<file path="src/design/mem_defines.svh">
`ifndef MEM_DEFINES_SVH
`define MEM_DEFINES_SVH

// Byte address width of the memory side
`define MEM_ADDR_W 32

// RAM depth in 32-bit words
`define MEM_WORDS 1024

// Cycles from an accepted RAM read to its data
`define RAM_LATENCY 2

// Start of the timer register block
`define TIMER_BASE 32'h4000_0000

`endif

</file>
<file path="src/design/mem_pkg.sv">
`default_nettype none
`include "mem_defines.svh"

package mem_pkg;

    typedef logic [`MEM_ADDR_W-1:0] addr_t;  // Byte address
    typedef logic [31:0] word_t;             // Data word or instruction
    typedef logic [3:0] wmask_t;             // Bit n enables byte n
    typedef logic [63:0] time_t;             // mtime / mtimecmp

    typedef enum logic [1:0] {
        WAIT_CMD,
        WAIT_MEM_READY,
        WAIT_MEM_READ_VALID
    } arb_state_t;

endpackage

`default_nettype wire

</file>
<file path="src/design/mem_cmd_if.sv">
`default_nettype none

interface mem_cmd_if;
    import mem_pkg::*;

    logic   start;        // Command strobe
    logic   write;
    addr_t  addr;
    word_t  wdata;
    wmask_t wmask;
    logic   ready;        // Controller can take a command
    word_t  rdata;
    logic   rdata_valid;  // One pulse per read

    modport master (
        output start, write, addr, wdata, wmask,
        input  ready, rdata, rdata_valid
    );

    modport slave (
        input  start, write, addr, wdata, wmask,
        output ready, rdata, rdata_valid
    );

endinterface

`default_nettype wire

</file>
<file path="src/design/mem_arbiter.sv">
`default_nettype none

module mem_arbiter (
    input  wire              clk,
    input  wire              rst_n,

    input  wire              ireq_valid,
    output logic             ireq_ready,
    input  wire mem_pkg::addr_t  ireq_addr,
    output logic             iresp_valid,
    output mem_pkg::addr_t   iresp_addr,
    output mem_pkg::word_t   iresp_inst,

    input  wire              dreq_valid,
    output logic             dreq_ready,
    input  wire              dreq_wen,
    input  wire mem_pkg::addr_t  dreq_addr,
    input  wire mem_pkg::word_t  dreq_wdata,
    input  wire mem_pkg::wmask_t dreq_wmask,
    output logic             dresp_valid,
    output mem_pkg::addr_t   dresp_addr,
    output mem_pkg::word_t   dresp_rdata,

    mem_cmd_if.master        cmd
);
    import mem_pkg::*;

    arb_state_t state;

    logic   si_valid;  // Saved fetch pending
    addr_t  si_addr;
    logic   sd_valid;  // Saved data access pending
    logic   sd_wen;
    addr_t  sd_addr;
    word_t  sd_wdata;
    wmask_t sd_wmask;

    logic   cmd_take;

    // Fetch always goes out before the data access
    assign cmd.start = (state == WAIT_MEM_READY) && (si_valid || sd_valid);
    assign cmd.write = !si_valid && sd_valid && sd_wen;
    assign cmd.addr  = si_valid ? si_addr : sd_addr;
    assign cmd.wdata = sd_wdata;
    assign cmd.wmask = sd_wmask;
    assign cmd_take  = cmd.start && cmd.ready;

    assign ireq_ready  = (state == WAIT_CMD);
    assign dreq_ready  = (state == WAIT_CMD);

    // Read data goes to whichever side is outstanding
    assign iresp_valid = (state == WAIT_MEM_READ_VALID) && cmd.rdata_valid && si_valid;
    assign iresp_addr  = si_addr;
    assign iresp_inst  = cmd.rdata;
    assign dresp_valid = (state == WAIT_MEM_READ_VALID) && cmd.rdata_valid && !si_valid;
    assign dresp_addr  = sd_addr;
    assign dresp_rdata = cmd.rdata;

    always_ff @(posedge clk) begin
        if (state == WAIT_CMD) begin  // Capture both request payloads
            si_addr  <= ireq_addr;
            sd_wen   <= dreq_wen;
            sd_addr  <= dreq_addr;
            sd_wdata <= dreq_wdata;
            sd_wmask <= dreq_wmask;
        end
    end

    always_ff @(posedge clk) begin
        if (!rst_n) begin
            state    <= WAIT_CMD;
            si_valid <= 1'b0;
            sd_valid <= 1'b0;
        end else begin
            case (state)
                WAIT_CMD: begin
                    si_valid <= ireq_valid;
                    sd_valid <= dreq_valid;
                    if (ireq_valid || dreq_valid)
                        state <= WAIT_MEM_READY;
                end
                WAIT_MEM_READY: begin
                    if (cmd_take) begin
                        if (si_valid) begin
                            state <= WAIT_MEM_READ_VALID;
                        end else if (sd_wen) begin
                            sd_valid <= 1'b0;  // Writes get no answer
                            state    <= WAIT_CMD;
                        end else begin
                            state <= WAIT_MEM_READ_VALID;
                        end
                    end
                end
                WAIT_MEM_READ_VALID: begin
                    if (cmd.rdata_valid) begin
                        if (si_valid) begin
                            si_valid <= 1'b0;
                            state    <= sd_valid ? WAIT_MEM_READY : WAIT_CMD;
                        end else begin
                            sd_valid <= 1'b0;
                            state    <= WAIT_CMD;
                        end
                    end
                end
                default: state <= WAIT_CMD;
            endcase
        end
    end

endmodule

`default_nettype wire

</file>
<file path="src/flat_wrapper.sv">
// flat-port wrapper written by rule: the top's interface ports become plain ports
module mem_arbiter_flat import mem_pkg::*;
  (clk, rst_n, ireq_valid, ireq_ready, ireq_addr, iresp_valid, iresp_addr, iresp_inst, dreq_valid, dreq_ready, dreq_wen, dreq_addr, dreq_wdata, dreq_wmask, dresp_valid, dresp_addr, dresp_rdata, cmd_start, cmd_write, cmd_addr, cmd_wdata, cmd_wmask, cmd_ready, cmd_rdata, cmd_rdata_valid);
  mem_cmd_if cmd_i ();
  input  wire clk;
  input  wire rst_n;
  input  wire ireq_valid;
  output logic ireq_ready;
  input  wire mem_pkg::addr_t ireq_addr;
  output logic iresp_valid;
  output mem_pkg::addr_t iresp_addr;
  output mem_pkg::word_t iresp_inst;
  input  wire dreq_valid;
  output logic dreq_ready;
  input  wire dreq_wen;
  input  wire mem_pkg::addr_t dreq_addr;
  input  wire mem_pkg::word_t dreq_wdata;
  input  wire mem_pkg::wmask_t dreq_wmask;
  output logic dresp_valid;
  output mem_pkg::addr_t dresp_addr;
  output mem_pkg::word_t dresp_rdata;
  output wire logic [$bits(cmd_i.start)-1:0] cmd_start;
  output wire logic [$bits(cmd_i.write)-1:0] cmd_write;
  output wire logic [$bits(cmd_i.addr)-1:0] cmd_addr;
  output wire logic [$bits(cmd_i.wdata)-1:0] cmd_wdata;
  output wire logic [$bits(cmd_i.wmask)-1:0] cmd_wmask;
  input wire logic [$bits(cmd_i.ready)-1:0] cmd_ready;
  input wire logic [$bits(cmd_i.rdata)-1:0] cmd_rdata;
  input wire logic [$bits(cmd_i.rdata_valid)-1:0] cmd_rdata_valid;
  assign cmd_start = cmd_i.start;
  assign cmd_write = cmd_i.write;
  assign cmd_addr = cmd_i.addr;
  assign cmd_wdata = cmd_i.wdata;
  assign cmd_wmask = cmd_i.wmask;
  assign cmd_i.ready = cmd_ready;
  assign cmd_i.rdata = cmd_rdata;
  assign cmd_i.rdata_valid = cmd_rdata_valid;
  mem_arbiter u_core (.clk(clk), .rst_n(rst_n), .ireq_valid(ireq_valid), .ireq_ready(ireq_ready), .ireq_addr(ireq_addr), .iresp_valid(iresp_valid), .iresp_addr(iresp_addr), .iresp_inst(iresp_inst), .dreq_valid(dreq_valid), .dreq_ready(dreq_ready), .dreq_wen(dreq_wen), .dreq_addr(dreq_addr), .dreq_wdata(dreq_wdata), .dreq_wmask(dreq_wmask), .dresp_valid(dresp_valid), .dresp_addr(dresp_addr), .dresp_rdata(dresp_rdata), .cmd(cmd_i));
endmodule
</file>
<file path="config.mk">
export PLATFORM = sky130hd
export DESIGN_NAME = mem_arbiter_flat
export DESIGN_NICKNAME = d
export VERILOG_FILES = /design/src/design/mem_pkg.sv /design/src/design/mem_cmd_if.sv /design/src/design/mem_arbiter.sv /design/src/flat_wrapper.sv
export VERILOG_INCLUDE_DIRS = /design/src /design/src/design
export SDC_FILE = /design/constraint.sdc
export NUM_CORES = 1
export LEC_CHECK = 0
export ABC_AREA = 1
export BUFFER_PORTS_ARGS = -buffer_cell sky130_fd_sc_hd__buf_2
export CAP_MARGIN = 20
export CORE_AREA = 2 2 133 135
export CTS_BUF_LIST = sky130_fd_sc_hd__clkbuf_4
export DETAILED_ROUTE_END_ITERATION = 16
export DIE_AREA = 0 0 135 137
export PLACE_DENSITY = 0.65
export SLEW_MARGIN = 20
export SYNTH_ARGS = -nofsm -noshare
export SYNTH_HDL_FRONTEND = slang
export SYNTH_SLANG_ARGS = --single-unit
</file>
<file path="constraint.sdc">
create_clock -name clk -period 4.6 [get_ports clk]
set_input_delay 0.46 -clock clk [delete_from_list [all_inputs] [get_ports clk]]
set_output_delay 0.46 -clock clk [all_outputs]
set_load 0.02 [all_outputs]
</file>
After elaboration in Yosys (flattened, before gate mapping)
Index checks and enable logic that the tools add are counted.
{"block": "op_classes", "add_sub_neg": 0, "multipliers": 0, "div_mod_pow": 0, "n_lt_le_gt_ge": 0, "eq_ne": 8, "shifts": 0, "n_mux": 17, "bitwise": 0, "n_reduce_logical": 16}
{"cell": "two-way mux 32 bit", "count": 1}
{"cell": "two-way mux 2 bit", "count": 6}
{"cell": "logical AND 1 bit", "count": 7}
{"cell": "two-way mux 1 bit", "count": 7}
{"cell": "inequality test 2 x 1 -> 1 bit, second input constant", "count": 3}
{"cell": "inequality test 2 bit, second input constant", "count": 3}
{"cell": "case mux 2 bit (3 select lines)", "count": 1}
{"cell": "AND reduction 6 bit", "count": 1}
{"cell": "case mux 1 bit (3 select lines)", "count": 1}
{"cell": "AND reduction 3 bit", "count": 1}
{"cell": "nonzero test 3 bit", "count": 1}
{"cell": "equality test 2 x 1 -> 1 bit, second input constant", "count": 1}
{"cell": "equality test 2 bit, second input constant", "count": 1}
{"cell": "logical NOT 2 bit", "count": 1}
{"cell": "logical OR 1 bit", "count": 2}
{"cell": "case mux 1 bit (2 select lines)", "count": 1}
{"cell": "AND reduction 2 bit", "count": 1}
{"cell": "nonzero test 2 bit", "count": 1}
{"cell": "logical NOT 1 bit", "count": 1}
{"block": "word_totals", "ff_bits": 105, "latch_bits": 0, "ram_bits": 0, "romBits": 0, "input_bits": 139, "wordCells": 49, "mem_count": 0}

Logic depth before layout (Yosys ltp)
Gate-level depths: netlist of the first run.
{"block": "logic_depth", "word_depth": 5, "depth_mapped": 9, "depth_no_buf": 9}

Worst setup path before layout of the first run
No wires, ideal clock.
{"block": "synth_timing", "kind": "reg2out", "start": "register u_core.state[0]", "end": "output port ireq_ready", "arrival_time_ns": 3.434, "required_time_ns": 4.140, "slack_ns": 0.706, "path_stages_with_launch": 4, "cell_sequence": "dfxtp_1 > inv_1 > ha_1 > buf_4"}
{"block": "synth_between", "elab_chain_len": 1}
{"item": "from (decl)", "line_no": "mem_arbiter.sv:28", "rtl": "arb_state_t state;"}
{"item": "from (signal assigned)", "line_no": "mem_arbiter.sv:98", "rtl": "state <= sd_valid ? WAIT_MEM_READY : WAIT_CMD;"}
{"item": "logical NOT 2 bit"}
{"item": "to (decl)", "line_no": "flat_wrapper.sv:8", "rtl": "output logic ireq_ready;"}
No other way between the ends.

Worst setup path after layout of the first run
{"block": "layout_timing", "start": "register u_core.state[0]", "end": "output port ireq_ready"}
{"block": "layout_between", "elab_chain_len": 1}
{"item": "logical NOT 2 bit", "line_no": "mem_arbiter.sv:48", "rtl": "assign ireq_ready = (state == WAIT_CMD);"}
No other way between the ends.

==> reports/metrics.cfg, run 1 <==
[setup_path]
r2r_end = u_core.iresp_addr[12]$_DFFE_PP_
critPathMaxStageDelay_ps = 650
regToRegStartpoint = u_core.state[0]$_SDFFE_PN0P_
path_delay_family = adder cells
path_cells = inv_1, ha_4, buf_2
cp.required_ps = 4140
cp_slowest_cell = ha_4
crit_cells = 3
critPathCaptureType = output port
r2r_slack_ps = 2610
rr_worst_depth = 3
cp-start-kind = flop
critPathLaunch = u_core.state[0]$_SDFFE_PN0P_
crit_end = ireq_ready
cp_max_fo = 53
cp.arrival_ps = 1950
critPathKind = reg2out
path_buf_inv = 2

[detailed_routing]
wl_per_cell_um = 16.6
vias = 2962
dr_wl_met3_um = 1290
wl_met1_um = 4210
top_layer = met4
drtIter0Drc = 106
wl_um = 12300
drc = 0
met2_length_um = 6160
vias_per_cell = 4.00
antenna_left = 0
dr.pass1.iters = 4

[global_routing]
grt_max_degree = 54
grt_pass1_wl_um = 16900
overflow = 0
first_global_vias = 3038
grt.total_usage_pct = 12.5
antenna_found_initial = 0

[timing]
max_freq_mhz = 415
final-setup-viol-count = 0
min_period_ps = 2410
timing.setup.tns_ps = 0
finalCritPeriodShare_pct = 52.4
fin_skew_ps = 9.29
tightestPinTransition_ps = 765
whs_ps = 153
rsz0062_at_grt = no
slew_viol_final = 0
relSlewSlack_pct = 49.0
hold_violations = 0

[logic_synthesis]
yosys_warnings = 0
synth_cell_type_count = 20
synth_seq_cells = 105
avgSynthCellArea_um2 = 13.2
synthCells = 325
ys_top_cells_by_count = nand2_1, edfxtp_1, buf_4
synth_nets = 468
synth-simple-area-share_pct = 11.8
synth_area_leaders = edfxtp_1, buf_4, nand2_1
syn_area_um2 = 4290
synth_compound_area_share_pct = 0.730
ys.flop_type = edfxtp_1
synth_xor_area_share_pct = 0
synth_top_family_by_area = buffers and inverters
muxShareOfSynthArea_pct = 0
yosys.area.top_type = edfxtp_1
synth_fa_ha_area_share_pct = 1.17
synth_edf_count = 101
synthArstFlopShare_pct = 0
ys_seq_area_share_pct = 72.6
synth_top_area_share_pct = 70.8
synth.most_common_cell = nand2_1

[clock_network]
cts_tree = yes
cts_root_buffer = clkbuf_4
htreeDepth = 3
hold_buffers = 0
cts.sinks = 105
cts.clk_slew.worst_paths_ps = 170
cts_buffer_depth = 2
clk_latency_ps = 460
cts.repair.resized = 0
cts_buffers = 9
post_cts_buffers = 0

[floorplanning]
num_io_pins = 341
start_util_pct = 25.1
fp-row-count = 48
dieArea_um2 = 18500
fp.dieH_um = 137
core-area_um2 = 17100
die_w_um = 135

[job]
drv_cap = 0

[power_and_ir_drop]
p_leak_nw = 2.53
ir_drop_v = 0.000413
finalPower_mw = 4.18
power.density_nw_per_um2 = 773

[final_layout]
finalNonFillerCells = 741
final_util_pct = 31.7
register_area_um2 = 3110
area_delta_synth_final_pct = 26.2
drive_above_1_share_pct = 52.1
fill_cells = 1771
multi_input_area_um2 = 601
antenna_cells = 0
nets = 654

[placed_design]
port_buffers = 244
dp_cells = 725
place.gp.congestion = 0.756
dpl.hpwl_um = 9590

[status]
outcome = finished, final reports clean

[min_path]
hp-class = in2reg

[flip-flops by register name (all words and copies together) (netlist names)]
| register | flops |
|---|---|
| u_core.cmd.wdata | 32 |
| u_core.cmd.wmask | 4 |
| u_core.dresp_addr | 32 |
| u_core.iresp_addr | 32 |
| u_core.sd_valid | 1 |
| u_core.sd_wen | 1 |
| u_core.si_valid | 1 |
| u_core.state | 2 |
[per-layer routing]
layer | track usage (%) | vias to the layer above
met5 | 0 | -
met2 | 21.5 | 174
met4 | 8.22 | 0
met1 | 12.3 | 1351
li1 | - | 1387
met3 | 5.52 | 50
[stage by stage]
stage          setup WS (ps)  area, um^2
2_1_floorplan            706        4290
3_3_place_gp            2610        5280
3_5_place_dp            2580        5280
4_1_cts                 2100        5410
5_1_grt                 2010        5410
6_report                2190        5410
[cell usage in the layout, fill, tap and decap left out]
cell type / instances
ha_1: 3
nand3_1: 2
o21ai_0: 1
ha_4: 1
o21ai_1: 1
inv_6: 1
clkinv_1: 1
nand2_2: 1
dfxtp_2: 1
nand3_2: 2
dfxtp_1: 3
clkinv_4: 2
buf_4: 3
buf_2: 244
nand4_1: 1
clkinv_8: 1
a21oi_1: 1
inv_1: 9
edfxtp_1: 101
clkinvlp_4: 1
inv_2: 1
clkbuf_4: 9
a21oi_2: 1
nor3_1: 2
inv_8: 1
o21a_1: 1
nor2_1: 10
nand2_1: 111
[cells by family after synthesis]
logic type,Yosys count
AO/OA/AOI/OAI,5
adder cells (fa/ha/maj),4
buffers and inverters,82
flip-flops,105
AND/OR/NAND/NOR,129
[worst min path at each step]
stage,start,endpoint,slack (ps),depth (start not counted)
4_1_cts,ireq_addr[18],u_core.iresp_addr[18]$_DFFE_PP_,90,1
2_1_floorplan,u_core.sd_valid$_SDFFE_PN0P_,u_core.sd_valid$_SDFFE_PN0P_,550,4
3_5_place_dp,u_core.sd_valid$_SDFFE_PN0P_,u_core.sd_valid$_SDFFE_PN0P_,590,4
5_1_grt,ireq_addr[22],u_core.iresp_addr[22]$_DFFE_PP_,90,1
3_3_place_gp,u_core.sd_valid$_SDFFE_PN0P_,u_core.sd_valid$_SDFFE_PN0P_,600,4
6_report,dreq_addr[19],u_core.dresp_addr[19]$_DFFE_PP_,150,1
[layout make-up]
type                       count  area share (%)
clock inverter                 7            1.20
timing repair buffer         247            23.0
clock buffer                   9            1.25
multi-input combinational    138            11.1
tap                          225            5.20
inverter                      10           0.694
sequential                   105            57.6
[report_power, final]
group	internal, mW	total (mW)	switching, mW
clock	0.122	0.451	0.329
combinational	0.548	1.95	1.40
sequential	1.59	1.78	0.193
Note: power is estimated with default switching activity, not from simulation.
==> run 2: changes to the inputs <==
==> constraint.sdc (replaced) <==
create_clock -name clk -period 2.45 [get_ports clk]
set_input_delay 0.245 -clock clk [delete_from_list [all_inputs] [get_ports clk]]
set_output_delay 0.245 -clock clk [all_outputs]
set_load 0.02 [all_outputs]
==> run 2 against run 1 <==
  * Clock-buffer cell count is the same
  * Clock skew up 1.8 ps
  * Global-route usage rose by 1.4 points
  * Sequential share of layout area fell by 9.4 points
  * Hold slack lost 9.0 ps
  * Cell count increased by 14%
  * Design area rose by 19%
  * Critical path depth is the same
  * First-iteration DRC count up 52%
  * Flip-flop and latch count unchanged
  * Non-clock buffer count up 105
==> reports/metrics.cfg, run 2 (same netlist as run 1, synthesis figures left out) <==
[clock_network]
clk_latency_ps = 430  ; -30 ps
cts.sinks = 105  ; unchanged
cts.repair.resized = 0  ; unchanged
htreeDepth = 3  ; unchanged
cts_buffer_depth = 2  ; unchanged
cts_root_buffer = clkbuf_4
cts.clk_slew.worst_paths_ps = 160  ; about the same
cts_tree = yes
cts_buffers = 9  ; unchanged

[setup_path]
critPathMaxStageDelay_ps = 520  ; -130 ps
cp_max_fo = 38  ; -28%
critPathKind = reg2out
cp_slowest_cell = ha_4
cp.required_ps = 2200  ; -1940 ps
critPathLaunch = u_core.state[0]$_SDFFE_PN0P_
regToRegStartpoint = u_core.state[0]$_SDFFE_PN0P_
path_cells = inv_1, ha_4, buf_2
cp-start-kind = flop
critPathCaptureType = output port
cp.arrival_ps = 1770  ; -180 ps

[floorplanning]
die_w_um = 135  ; unchanged
start_util_pct = 25.1  ; unchanged
fp-row-count = 48  ; unchanged
fp.dieH_um = 137  ; unchanged
dieArea_um2 = 18500  ; unchanged
num_io_pins = 341  ; unchanged
core-area_um2 = 17100  ; unchanged

[final_layout]
final_cell_area_um2 = 6460  ; +19%
final_common_cell = buf_2
nets = 759  ; +16%
fill_cells = 1617  ; -8.7%
final_cell_mix = buf_2, nand2_1, dlygate4sd3_1
finalNonFillerCells = 847  ; +14%
drive_above_1_share_pct = 43.5  ; -8.7 points
final_util_pct = 37.9  ; +6.1 points
area_delta_synth_final_pct = 50.7

[global_routing]
grt_max_degree = 40  ; -26%
overflow = 0  ; unchanged
antenna_found_initial = 1  ; +1
first_global_vias = 3597  ; +18%
grt_pass1_wl_um = 19100  ; +13%
grt.total_usage_pct = 13.9  ; +1.4 points

[detailed_routing]
wl_um = 13700  ; +11%
drc = 0  ; unchanged
dr.pass1.iters = 4  ; unchanged
drtIter0Drc = 161  ; +52%
vias = 3442  ; +16%
wl_per_cell_um = 16.1  ; -2.6%
vias_per_cell = 4.06  ; +1.7%
antenna_left = 0  ; unchanged

[power_and_ir_drop]
power_frac_clock_pct = 10.0  ; -0.8 points
p_leak_nw = 2.97  ; +17%
seq_power_share_pct = 41.4  ; -1.1 points
switching_share_pct = 45.5  ; -0.54 points
power.internal_mw = 4.38  ; +94%
combinationalPowerShare_pct = 48.6  ; +1.9 points
power.density_nw_per_um2 = 1250  ; +61%
power.switching_mw = 3.66  ; +90%
ir_drop_v = 0.000723  ; +75%

[placed_design]
place_area_um2 = 5300  ; +0.50%
dpl.hpwl_um = 9240  ; -3.7%
pre_cts_slack_ps = 805  ; -1770 ps
place.gp.congestion = 0.778  ; +2.9%
port_buffers = 244  ; unchanged
dp_cells = 727  ; +0.28%

[timing]
setup_ws_ps = 435  ; -1750 ps
tightestPinTransition_ps = 690  ; -75.5 ps
max_freq_mhz = 496
hold_violations = 0  ; unchanged
timing.setup.tns_ps = 0  ; unchanged
relSlewSlack_pct = 54.0  ; +5.0 points
fin_skew_ps = 11.1  ; +1.84 ps
final-setup-viol-count = 0  ; unchanged
slew_viol_final = 0  ; unchanged
rsz0062_at_grt = no
min_period_ps = 2010
finalCritPeriodShare_pct = 82.2

[job]
drv_cap = 0  ; unchanged

[min_path]
hp-start = cmd_rdata_valid
hp-class = in2reg

[status]
outcome = finished, final reports clean

[run 2: cell types whose count changed in the layout (fill, tap and decap cells not counted)]
cell           before  now
dfxtp_2             1    0
buf_4               3    4
dfxtp_1             3    4
clkinv_8            1    0
buf_12              0    1
diode_2             0    1
clkinv_2            0    1
dlygate4sd3_1       0  103
[run 2: layer usage]
layer	GRT usage (%)	share of wire, %	vias up
li1	-	-	1600
met1	13.7	34	1601
met2	25.2	54	169
met3	4.26	7.5	72
met4	9.14	5.2	0
met5	0	0	-
[run 2: cell type report]
class	count	area, um^2	share of cell area, %
clock inverters	7	53.8	0.833
diodes	1	2.50	0.0387
well taps	225	282	4.36
clock buffers	9	67.6	1.05
inverters	10	37.5	0.581
multi-input cells	138	601	9.30
flip-flops and latches	105	3110	48.2
repair buffers	352	2300	35.6
[run 2: per-stage QoR]
step	hold slack (ps)	power (mW)
detailed placement	423	7.17
finish	144	8.05
CTS	81.4	8.11
global route	146	8.53
global placement	421	7.14
floorplan	344	5.83
[run 2: power by group through the flow]
stage | Clock (mW) | Sequential [mW] | Combinational, mW
floorplan | 0 | 4.19 | 1.64
global placement | 0 | 3.37 | 3.77
detailed placement | 0 | 3.37 | 3.80
CTS | 0.843 | 3.33 | 3.94
global route | 0.903 | 3.40 | 4.22
finish | 0.801 | 3.34 | 3.91
[run 2: worst paths after layout]
path	to	slack, ps	cells past startpoint
min	u_core.si_valid$_SDFFE_PN0P_	140	4
max	dreq_ready	440	3
max reg2reg	u_core.iresp_addr[4]$_DFFE_PP_	780	3
min reg2reg	u_core.sd_valid$_SDFFE_PN0P_	640	4
[run 2: worst max-delay path: cells and delay by family, from the launching register on]
kind	cells	cell delay (ps)
DFF	1	360
adders and majority gates	1	520
buffers and inverters	2	430
[run 2: repair_timing]
item / CTS / global route
setup buffers: 0 / 0
hold buffers: 103 / 0
endpoints found under the hold margin: 105 / 0
==> run 3: changes to the inputs <==
--- a/config.mk
+++ b/config.mk
@@ -9,11 +9,11 @@
 export ABC_AREA = 1
 export BUFFER_PORTS_ARGS = -buffer_cell sky130_fd_sc_hd__buf_2
 export CAP_MARGIN = 20
-export CORE_AREA = 2 2 133 135
+export CORE_AREA = 2 2 132 134
 export CTS_BUF_LIST = sky130_fd_sc_hd__clkbuf_4
 export DETAILED_ROUTE_END_ITERATION = 16
-export DIE_AREA = 0 0 135 137
-export PLACE_DENSITY = 0.65
+export DIE_AREA = 0 0 134 136
+export PLACE_DENSITY = 0.67
 export SLEW_MARGIN = 20
 export SYNTH_ARGS = -nofsm -noshare
 export SYNTH_HDL_FRONTEND = slang
==> constraint.sdc (replaced) <==
create_clock -name clk -period 1.7 [get_ports clk]
set_input_delay 0.17 -clock clk [delete_from_list [all_inputs] [get_ports clk]]
set_output_delay 0.17 -clock clk [all_outputs]
set_load 0.02 [all_outputs]
==> run 3 against run 2 <==
  * Largest cell class unchanged
  * Power rose by 64%
  * Clock skew rose by 2.9 ps
  * Critical path type unchanged
  * Hold slack got worse by 9.5 ps
  * Routed wire length rose by 10%
  * Clock-buffer cell count did not move
  * Critical endpoint is now cmd_write
==> reports/metrics.cfg, run 3 (same netlist as run 1, synthesis figures left out) <==
[final_layout]
final_cell_area_um2 = 6950  ; +7.6%
nets = 779  ; +2.6%
final_cell_mix = buf_2, nand2_1, dlygate4sd3_1
register_area_um2 = 3120  ; +0.28%
antenna_cells = 0  ; -1
multi_input_area_um2 = 626  ; +4.2%
area_delta_synth_final_pct = 62.1
fill_cells = 1571  ; -2.8%
final_util_pct = 41.2  ; +3.3 points
final_common_cell = buf_2
drive_above_1_share_pct = 46.8  ; +3.3 points
finalNonFillerCells = 866  ; +2.2%

[setup_path]
r2r_end = u_core.cmd.wdata[9]$_DFFE_PP_
cp_slowest_cell = dfxtp_4
r2r_slack_ps = 150  ; -630 ps
critPathCaptureType = output port
regToRegStartpoint = u_core.state[1]$_SDFFE_PN0P_
cp-start-kind = flop
cp.required_ps = 1530  ; -670 ps
critPathKind = reg2out
critPathMaxStageDelay_ps = 440  ; -80 ps
path_cells = clkbuf_16, nor3_2, buf_4
cp_max_fo = 18  ; -53%
rr_worst_depth = 5  ; +2
cp.arrival_ps = 1460  ; -310 ps

[detailed_routing]
drc = 0  ; unchanged
vias_per_cell = 4.11  ; +1.2%
antenna_left = 0  ; unchanged
drtIter0Drc = 174  ; +8.1%
dr.pass1.iters = 4  ; unchanged
wl_um = 15000  ; +10%
wl_per_cell_um = 17.4  ; +7.7%
vias = 3563  ; +3.5%

[min_path]
worstHoldEndpoint = u_core.sd_valid$_SDFFE_PN0P_
hold_depth = 6  ; +2
hp-class = in2reg
hp-start = cmd_ready

[global_routing]
antenna_found_initial = 0  ; -1
grt_pass1_wl_um = 20400  ; +6.8%
overflow = 0  ; unchanged
grt.total_usage_pct = 15.2  ; +1.3 points
first_global_vias = 3647  ; +1.4%
grt_max_degree = 40  ; unchanged

[timing]
finalCritPeriodShare_pct = 96.0
min_period_ps = 1630
whs_ps = 135  ; -9.48 ps
max_freq_mhz = 613
final-setup-viol-count = 0  ; unchanged
hold_violations = 0  ; unchanged
fin_skew_ps = 14.0  ; +2.91 ps
rsz0062_at_grt = yes
relSlewSlack_pct = 87.6  ; +34 points
tightestPinTransition_ps = 185  ; -504 ps
slew_viol_final = 0  ; unchanged

[placed_design]
dpl.hpwl_um = 9380  ; +1.5%
port_buffers = 244  ; unchanged
place_area_um2 = 5330  ; +0.57%
place.gp.congestion = 0.777  ; -0.15%
dp_cells = 727  ; unchanged

[floorplanning]
dieArea_um2 = 18200  ; -1.5%
fp-row-count = 48  ; unchanged
die_w_um = 134  ; -0.74%
fp.dieH_um = 136  ; -0.73%
start_util_pct = 25.4  ; +0.27 points
num_io_pins = 341  ; unchanged
core-area_um2 = 16900  ; -1.1%

[power_and_ir_drop]
p_leak_nw = 3.20  ; +7.7%
finalPower_mw = 13.2  ; +64%
ir_drop_v = 0.000991  ; +37%
power.density_nw_per_um2 = 1910  ; +53%

[clock_network]
htreeDepth = 3  ; unchanged
cts_buffer_depth = 2  ; unchanged
cts.sinks = 105  ; unchanged
cts_tree = yes
cts_buffers = 9  ; unchanged
cts.clk_slew.worst_paths_ps = 180  ; +20 ps
cts_root_buffer = clkbuf_4
clk_latency_ps = 460  ; +30 ps

[status]
outcome = finished, final reports clean

[job]
drv_cap = 0  ; unchanged

run 3: stage by stage:
step	worst slack (ps)	setup TNS, ps
4_1_cts	3.70	0
2_1_floorplan	-10.1	-22.4
3_3_place_gp	403	0
6_report	68.5	0
5_1_grt	-29.7	-266
3_5_place_dp	390	0
run 3: area by class of cell:
cell class	count	area share, %
Timing Repair Buffer	372	39.2
Clock buffer	9	0.972
Clock inverter	7	1.15
Sequential cell	105	44.9
Multi-Input combinational cell	138	9.00
Inverter	10	0.720
Tap cell	225	4.05
run 3: worst max-delay path, delay by kind of cell (launching register included):
| kind | cells | cell delay, ps |
|---|---|---|
| buffers and inverters | 2 | 380 |
| and+or+nand+nor | 1 | 170 |
| DFF | 1 | 440 |
run 3: where the power goes:
group	switching [mW]	internal, mW
sequential	0.548	4.29
clock	0.948	0.356
combinational	4.25	2.85
run 3: per-layer routing:
metal	global-route usage, %	share of wire, %	wire [um]
met3	5.70	9.0	1360
met2	25.1	49	7410
met1	16.1	36	5450
met5	0	0	0
met4	10.6	5.5	827
run 3: repair_timing:
| action | 4_1_cts | 5_1_grt |
|---|---|---|
| hold buffers | 105 | 0 |
| endpoints found under the setup margin | 26 | 35 |
| buffers inserted | 3 | 9 |
| hold endpoints to repair | 105 | 0 |
| gates cloned | 4 | 2 |
| gates resized for setup | 16 | 28 |
| pin swaps | 1 | 2 |
run 3: how the worst max path moves through the flow:
stage,start,end,slack (ps)
floorplan,u_core.state[1]$_SDFFE_PN0P_,u_core.si_valid$_SDFFE_PN0P_,-10
global placement,u_core.state[0]$_SDFFE_PN0P_,dresp_valid,400
detailed placement,u_core.state[0]$_SDFFE_PN0P_,u_core.sd_valid$_SDFFE_PN0P_,390
CTS,u_core.state[0]$_SDFFE_PN0P_,dreq_ready,4
global route,u_core.si_valid$_SDFFE_PN0P_,cmd_write,-30
finish,u_core.si_valid$_SDFFE_PN0P_,cmd_write,70
